===== src/rtl/image_pkg.sv =====
`default_nettype none

package image_pkg;

   localparam int dtype_width = 4;

   typedef logic [dtype_width-1:0] dtype_t;

   // Stream word type codes
   localparam dtype_t dtype_frame_start = 4'b0001;
   localparam dtype_t dtype_row_start   = 4'b0010;
   localparam dtype_t dtype_row_end     = 4'b0100;
   localparam dtype_t dtype_pixel       = 4'b1000;

   // Frame end is the all-zero code
   localparam dtype_t dtype_frame_end   = 4'b0000;

   localparam dtype_t pixel_mask        = dtype_pixel;

endpackage

`default_nettype wire

===== src/rtl/kernel_if.sv =====
`timescale 1ns/100ps
`default_nettype none

interface kernel_if #(
   parameter int pixel_width = 10,
   parameter int data_width  = 16
);
   import image_pkg::*;

   logic                     dv;
   dtype_t                   dtype;
   logic [data_width-1:0]    meta_data;
   // Nine pixels, row-major, top-left pixel in the lowest bits
   logic [9*pixel_width-1:0] window;

   modport source (output dv, dtype, meta_data, window);
   modport sink   (input  dv, dtype, meta_data, window);

endinterface

`default_nettype wire


===== src/rtl/interp_bilinear.sv =====
`timescale 1ns/100ps
`default_nettype none

module interp_bilinear #(
   parameter int pixel_width = 10,
   parameter int data_width  = 16
) (
   input  wire                     clk,
   input  wire                     resetb,
   input  wire [1:0]               phase,
   kernel_if.sink                  kin,
   output logic                    dvo,
   output logic [pixel_width-1:0]  r,
   output logic [pixel_width-1:0]  g,
   output logic [pixel_width-1:0]  b,
   output image_pkg::dtype_t       dtypeo,
   output logic [data_width-1:0]   meta_datao
);
   import image_pkg::*;

   typedef logic [pixel_width-1:0] pix_t;
   typedef enum logic [1:0] {
      site_r,
      site_gr,   // Green on a red row
      site_gb,   // Green on a blue row
      site_b
   } site_t;

   pix_t k [3][3];
   logic [pixel_width+1:0] plus_sum, diamond_sum;
   logic [pixel_width:0]   vert_sum, horz_sum;
   pix_t  kcenter, kplus, kdiamond, kvert, khorz;
   logic  row_phase, col_phase;
   logic  in_row;
   logic  is_pix;
   site_t site;

   always_comb begin
      for (int i = 0; i < 3; i++) begin
         for (int j = 0; j < 3; j++) begin
            k[i][j] = kin.window[(i*3+j)*pixel_width +: pixel_width];
         end
      end
   end

   assign plus_sum    = {2'b00, k[0][1]} + {2'b00, k[2][1]} + {2'b00, k[1][0]} + {2'b00, k[1][2]};
   assign diamond_sum = {2'b00, k[0][0]} + {2'b00, k[0][2]} + {2'b00, k[2][0]} + {2'b00, k[2][2]};
   assign vert_sum    = {1'b0, k[0][1]} + {1'b0, k[2][1]};
   assign horz_sum    = {1'b0, k[1][0]} + {1'b0, k[1][2]};

   // Floor averages
   assign kcenter  = k[1][1];
   assign kplus    = plus_sum[pixel_width+1:2];
   assign kdiamond = diamond_sum[pixel_width+1:2];
   assign kvert    = vert_sum[pixel_width:1];
   assign khorz    = horz_sum[pixel_width:1];

   assign is_pix = |(kin.dtype & pixel_mask);
   assign site   = site_t'({row_phase, col_phase});

   always_ff @(posedge clk or negedge resetb) begin
      if (!resetb) begin
         dvo        <= 1'b0;
         dtypeo     <= '0;
         meta_datao <= '0;
         r          <= '0;
         g          <= '0;
         b          <= '0;
         row_phase  <= 1'b0;
         col_phase  <= 1'b0;
         in_row     <= 1'b0;
      end else begin
         dvo        <= kin.dv;
         dtypeo     <= kin.dtype;
         meta_datao <= kin.meta_data;
         if (kin.dv) begin
            if (kin.dtype == dtype_frame_start) begin
               row_phase <= phase[1];
            end else if (kin.dtype == dtype_row_start) begin
               col_phase <= phase[0];
               in_row    <= 1'b1;
            end else if (kin.dtype == dtype_row_end) begin
               row_phase <= ~row_phase;
               in_row    <= 1'b0;
            end else if (is_pix) begin
               col_phase <= ~col_phase;
               case (site)
                  site_r: begin
                     r <= kcenter;
                     g <= kplus;
                     b <= kdiamond;
                  end
                  site_gr: begin
                     r <= khorz;
                     g <= kcenter;
                     b <= kvert;
                  end
                  site_gb: begin
                     r <= kvert;
                     g <= kcenter;
                     b <= khorz;
                  end
                  default: begin   // Blue site
                     r <= kdiamond;
                     g <= kplus;
                     b <= kcenter;
                  end
               endcase
            end
         end
      end
   end

   a_pix_in_row: assert property (
      @(posedge clk) disable iff (!resetb)
      (kin.dv && is_pix) |-> in_row
   ) else $error("pixel word outside a row");

endmodule

`default_nettype wire


===== src/flat_wrapper.sv =====
// flat-port wrapper written by rule: the top's interface ports become plain ports
module interp_bilinear_flat import image_pkg::*;
#(
   parameter int pixel_width = 10,
   parameter int data_width  = 16
)
  (clk, resetb, phase, dvo, r, g, b, dtypeo, meta_datao, kin_dv, kin_dtype, kin_meta_data, kin_window);
  kernel_if #(.pixel_width(pixel_width), .data_width(data_width)) kin_i ();
  input  wire clk;
  input  wire resetb;
  input  wire [1:0] phase;
  output logic dvo;
  output logic [pixel_width-1:0] r;
  output logic [pixel_width-1:0] g;
  output logic [pixel_width-1:0] b;
  output image_pkg::dtype_t dtypeo;
  output logic [data_width-1:0] meta_datao;
  input wire logic [$bits(kin_i.dv)-1:0] kin_dv;
  input wire logic [$bits(kin_i.dtype)-1:0] kin_dtype;
  input wire logic [$bits(kin_i.meta_data)-1:0] kin_meta_data;
  input wire logic [$bits(kin_i.window)-1:0] kin_window;
  assign kin_i.dv = kin_dv;
  assign kin_i.dtype = kin_dtype;
  assign kin_i.meta_data = kin_meta_data;
  assign kin_i.window = kin_window;
  interp_bilinear #(.pixel_width(pixel_width), .data_width(data_width)) u_core (.clk(clk), .resetb(resetb), .phase(phase), .kin(kin_i), .dvo(dvo), .r(r), .g(g), .b(b), .dtypeo(dtypeo), .meta_datao(meta_datao));
endmodule

===== config.mk =====
export PLATFORM = sky130hd
export DESIGN_NAME = interp_bilinear_flat
export DESIGN_NICKNAME = d
export VERILOG_FILES = /design/src/rtl/image_pkg.sv /design/src/rtl/kernel_if.sv /design/src/rtl/interp_bilinear.sv /design/src/flat_wrapper.sv
export SDC_FILE = /design/constraint.sdc
export NUM_CORES = 1
export LEC_CHECK = 0
export ABC_CLOCK_PERIOD_IN_PS = 4770
export BUFFER_PORTS_ARGS = -buffer_cell sky130_fd_sc_hd__buf_2
export CORE_MARGIN = 8
export CORE_UTILIZATION = 56
export DETAILED_ROUTE_END_ITERATION = 8
export PLACE_DENSITY = 0.88
export SYNTH_ARGS = -nofsm -noshare
export SYNTH_HDL_FRONTEND = slang
export SYNTH_SLANG_ARGS = --single-unit

===== constraint.sdc =====
create_clock -name clk -period 4.77 [get_ports clk]
set_clock_uncertainty 0.05 [all_clocks]
set_input_delay 0.954 -clock clk [delete_from_list [all_inputs] [get_ports clk]]
set_output_delay 0.954 -clock clk [all_outputs]
set_load 0.01 [all_outputs]

==> out/qor.txt <==
initial antenna violation count: 0
most used routing layer: met2
Total Routed Length: 14100 um
fmax: 222 MHz
post-layout min period: 4.50 ns
critical path launch point type: input pin
Worst-path clk slew: 0.10 ns
final setup margin: 0.270 ns
Async S/R FF share, synth: 100%
largest family of logic cells by synthesized area: compound AO/OA/AOI/OAI gates
Max Cap Viol: 0
register bit total from synthesis: 53
PortBufs: 165
WL/cell: 16.9 um
static leakage: 3.12 nW
Hold WC Path Type: register to register
combinational share of power: 60.3%
PostCTS Resize Cnt: 0
Via density: 5.81
met2 GRT Util: 41.8%
Storage cell area: 1330 sq um
Area contributors post-synth: dfrtp_1 27%, ha_1 14%, fa_1 9.4%
Crit path required time: 4.92 ns
gpl congestion: 0.869
fin nets: 918
FF-to-FF path depth: 6
worst skew pair latency: 0.31 ns
Critical Path Start: kin_window[0]
DIE WIDTH: 109 um
kind of critical path: input pin to register
HPWL after DPL: 11800 um
synthesized instance count: 566
vias in the first global route: 5068
max incr delay on CP: 0.48 ns
Slew Limit Fails: 0
PwrDens: 375 nW/um^2
Max Buffers Root-to-Sink: 2
Hold Path End: u_core.r[3]
CTS tree: built
layout cells sized above 1: 26.6%
post-place setup slack: -0.121 ns
Ys Warns: 0
Slowest cell on crit path: fa_1
synthesis-to-finish area growth: 21.4%
Pint: 0.00123 W
TritonCTS Buffers: 5
Core Area: 8590 sq um
hold path start: u_core.r[3]
Placed Cells: 828
post-synth top area share: 27.1%
synthesized area: 4890 sq um
vias: 4853
synthesized area per cell: 8.64 sq um
syn_nets: 757
first-pass GRT wire length: 22400 um
post-synthesis mux area share: 0.410%
drt drc: 0
ys flop type: dfrtp_1
Seq/Total Area, Yosys: 27.1%
Detailed Routing Iterations Pass 1: 6
post-route antenna net violation count: 0
die area: 12000 sq um
IO Count: 166
register share of total power: 27.8%
clk sinks: 53
# setup viols final: 0
pin count of the biggest net entering global routing: 54
CTS H-tree lvls: 2
Tcrit/Tclk final: 94.3%
initial DRC count: 307
die height: 109 um
CP Capture Type: register
clock share of power: 11.9%
Sw Share: 44.5%
Final Hold Viols: 0
outcome: complete, no violations
met1 usage: 25.3%
Synth area leader: dfrtp_1
GR Util met3: 5.28%
Data arrival, critical path: 4.65 ns
CTS Hold Buffers Added: 0
CP Max Fanout: 2
Post-Synth XOR/XNOR Area: 6.09%
final core utilization: 69.1%
Setup TNS: 0 ns
Post-CTS Setup Inserts: 0
post-synthesis simple-gate area fraction: 11.5%
RSZ-0062 raised after global routing: no
GRT Residual Overflow: 0
fin cells: 836
Initial Utilization: 56.9%
number of synthesized flops with an enable pin: 0
NetSw: 0.000991 W
n_diodes: 0
GRT Util Overall: 23.1%
FF-to-FF Start: u_core.col_phase
r2r endpoint: u_core.b[7]
Power, Total: 0.00222 W
FF-to-FF setup slack: 2.46 ns
Multi-input gate area: 3200 sq um
VDD IR max: 0.179 mV
measured slew at the worst slew-check pin: 1.06 ns
Synth Area in Adders: 23.0%
critical-path cell list: buf_2 > ha_1 > fa_1 > a21o_1 > a21oi_1 > nor2b_1 > o21a_1 > o41ai_1 > buf_4 > xor2_1 > fa_1 > inv_1 > ha_1 > or3_1 > o22ai_2 > nor2b_1 > o21a_1 > o32ai_1 > a21oi_1
root buf cell: clkbuf_8
compound-gate portion of the synthesized area: 24.2%
number of distinct library cells after synthesis: 55
worst hold stages: 2
Rel. slew slack: 28.9%
# rows: 34
Fillers: 701
-- power by group through the flow --
stage	clock network (W)	logic (W)	registers (W)
2_1_floorplan	0	0.000843	0.000673
3_3_place_gp	0	0.00127	0.000622
3_5_place_dp	0	0.00132	0.000626
4_1_cts	0.000269	0.00132	0.000619
5_1_grt	0.000287	0.00150	0.000631
6_report	0.000264	0.00134	0.000619
-- logic make-up (layout without fill, tap and decap cells) --
family	count (synthesis)	after routing
buf+inv	100	262
simple gates	121	121
fa+ha+maj	76	76
mux	2	2
compound gates	180	180
flops	53	53
xor+xnor	34	34
-- sequential cells by signal (all words and copies together), names as in the netlist --
signal / cells
u_core.b: 10
u_core.col_phase: 1
u_core.dtypeo: 4
u_core.dvo: 1
u_core.g: 10
u_core.meta_datao: 16
u_core.r: 10
u_core.row_phase: 1
-- final cells by class --
cell class	instances	share of cell area [%]
flip-flops and latches	53	22.3
clock buffers	5	1.16
repair buffers	171	14.7
well taps	108	2.28
clock inverters	3	0.443
multi-input cells	413	53.9
inverters	83	5.25
-- per-stage QoR --
| stage | instance area, sq um | hold slack [ns] |
|---|---|---|
| floorplan | 4890 | 0.454 |
| global placement | 5830 | 0.408 |
| detailed placement | 5830 | 0.416 |
| CTS | 5930 | 0.439 |
| global route | 5940 | 0.465 |
| finish | 5940 | 0.438 |
-- how the worst max path moves through the flow --
stage | to | slack (ns) | cells past startpoint
2_1_floorplan | u_core.r[9] | 0.24 | 17
3_3_place_gp | u_core.b[7] | -0.004 | 19
3_5_place_dp | u_core.r[9] | -0.12 | 19
4_1_cts | u_core.r[9] | 0.22 | 19
5_1_grt | u_core.b[9] | 0.01 | 19
6_report | u_core.r[9] | 0.27 | 19
-- worst max-delay path, delay by kind of cell --
kind | cells | cell delay (ns)
AO/OA/AOI/OAI | 8 | 1.54
buffers and inverters | 3 | 0.32
AND/OR/NAND/NOR | 3 | 0.47
XOR/XNOR | 1 | 0.07
adder cells (fa/ha/maj) | 4 | 1.30
-- Yosys cell counts, types with 9 or more instances --
cell and count:
a21o_1 9, a21oi_1 50, clkbuf_1 17, dfrtp_1 53, fa_1 23, ha_1 53
inv_1 83, nand2_1 46, nor2_1 30, o21a_1 11, o21ai_0 38, xnor2_1 18
xor2_1 16
-- layer usage --
layer / share of wire, % / vias to the layer above
li1: - / 2292
met1: 38 / 2253
met2: 48 / 259
met3: 10 / 49
met4: 3.8 / 0
met5: 0 / -
-- cells in the final DEF, fill, tap and decap left out, drive strengths merged, types with 11 or more instances in the layout --
master    n
nand2    46
inv      84
o21a     11
dfrtp    53
xnor2    18
a21oi    52
buf     171
o21ai    47
xor2     16
nor2     30
ha       53
fa       23
Note: power is estimated with default switching activity, not from simulation.
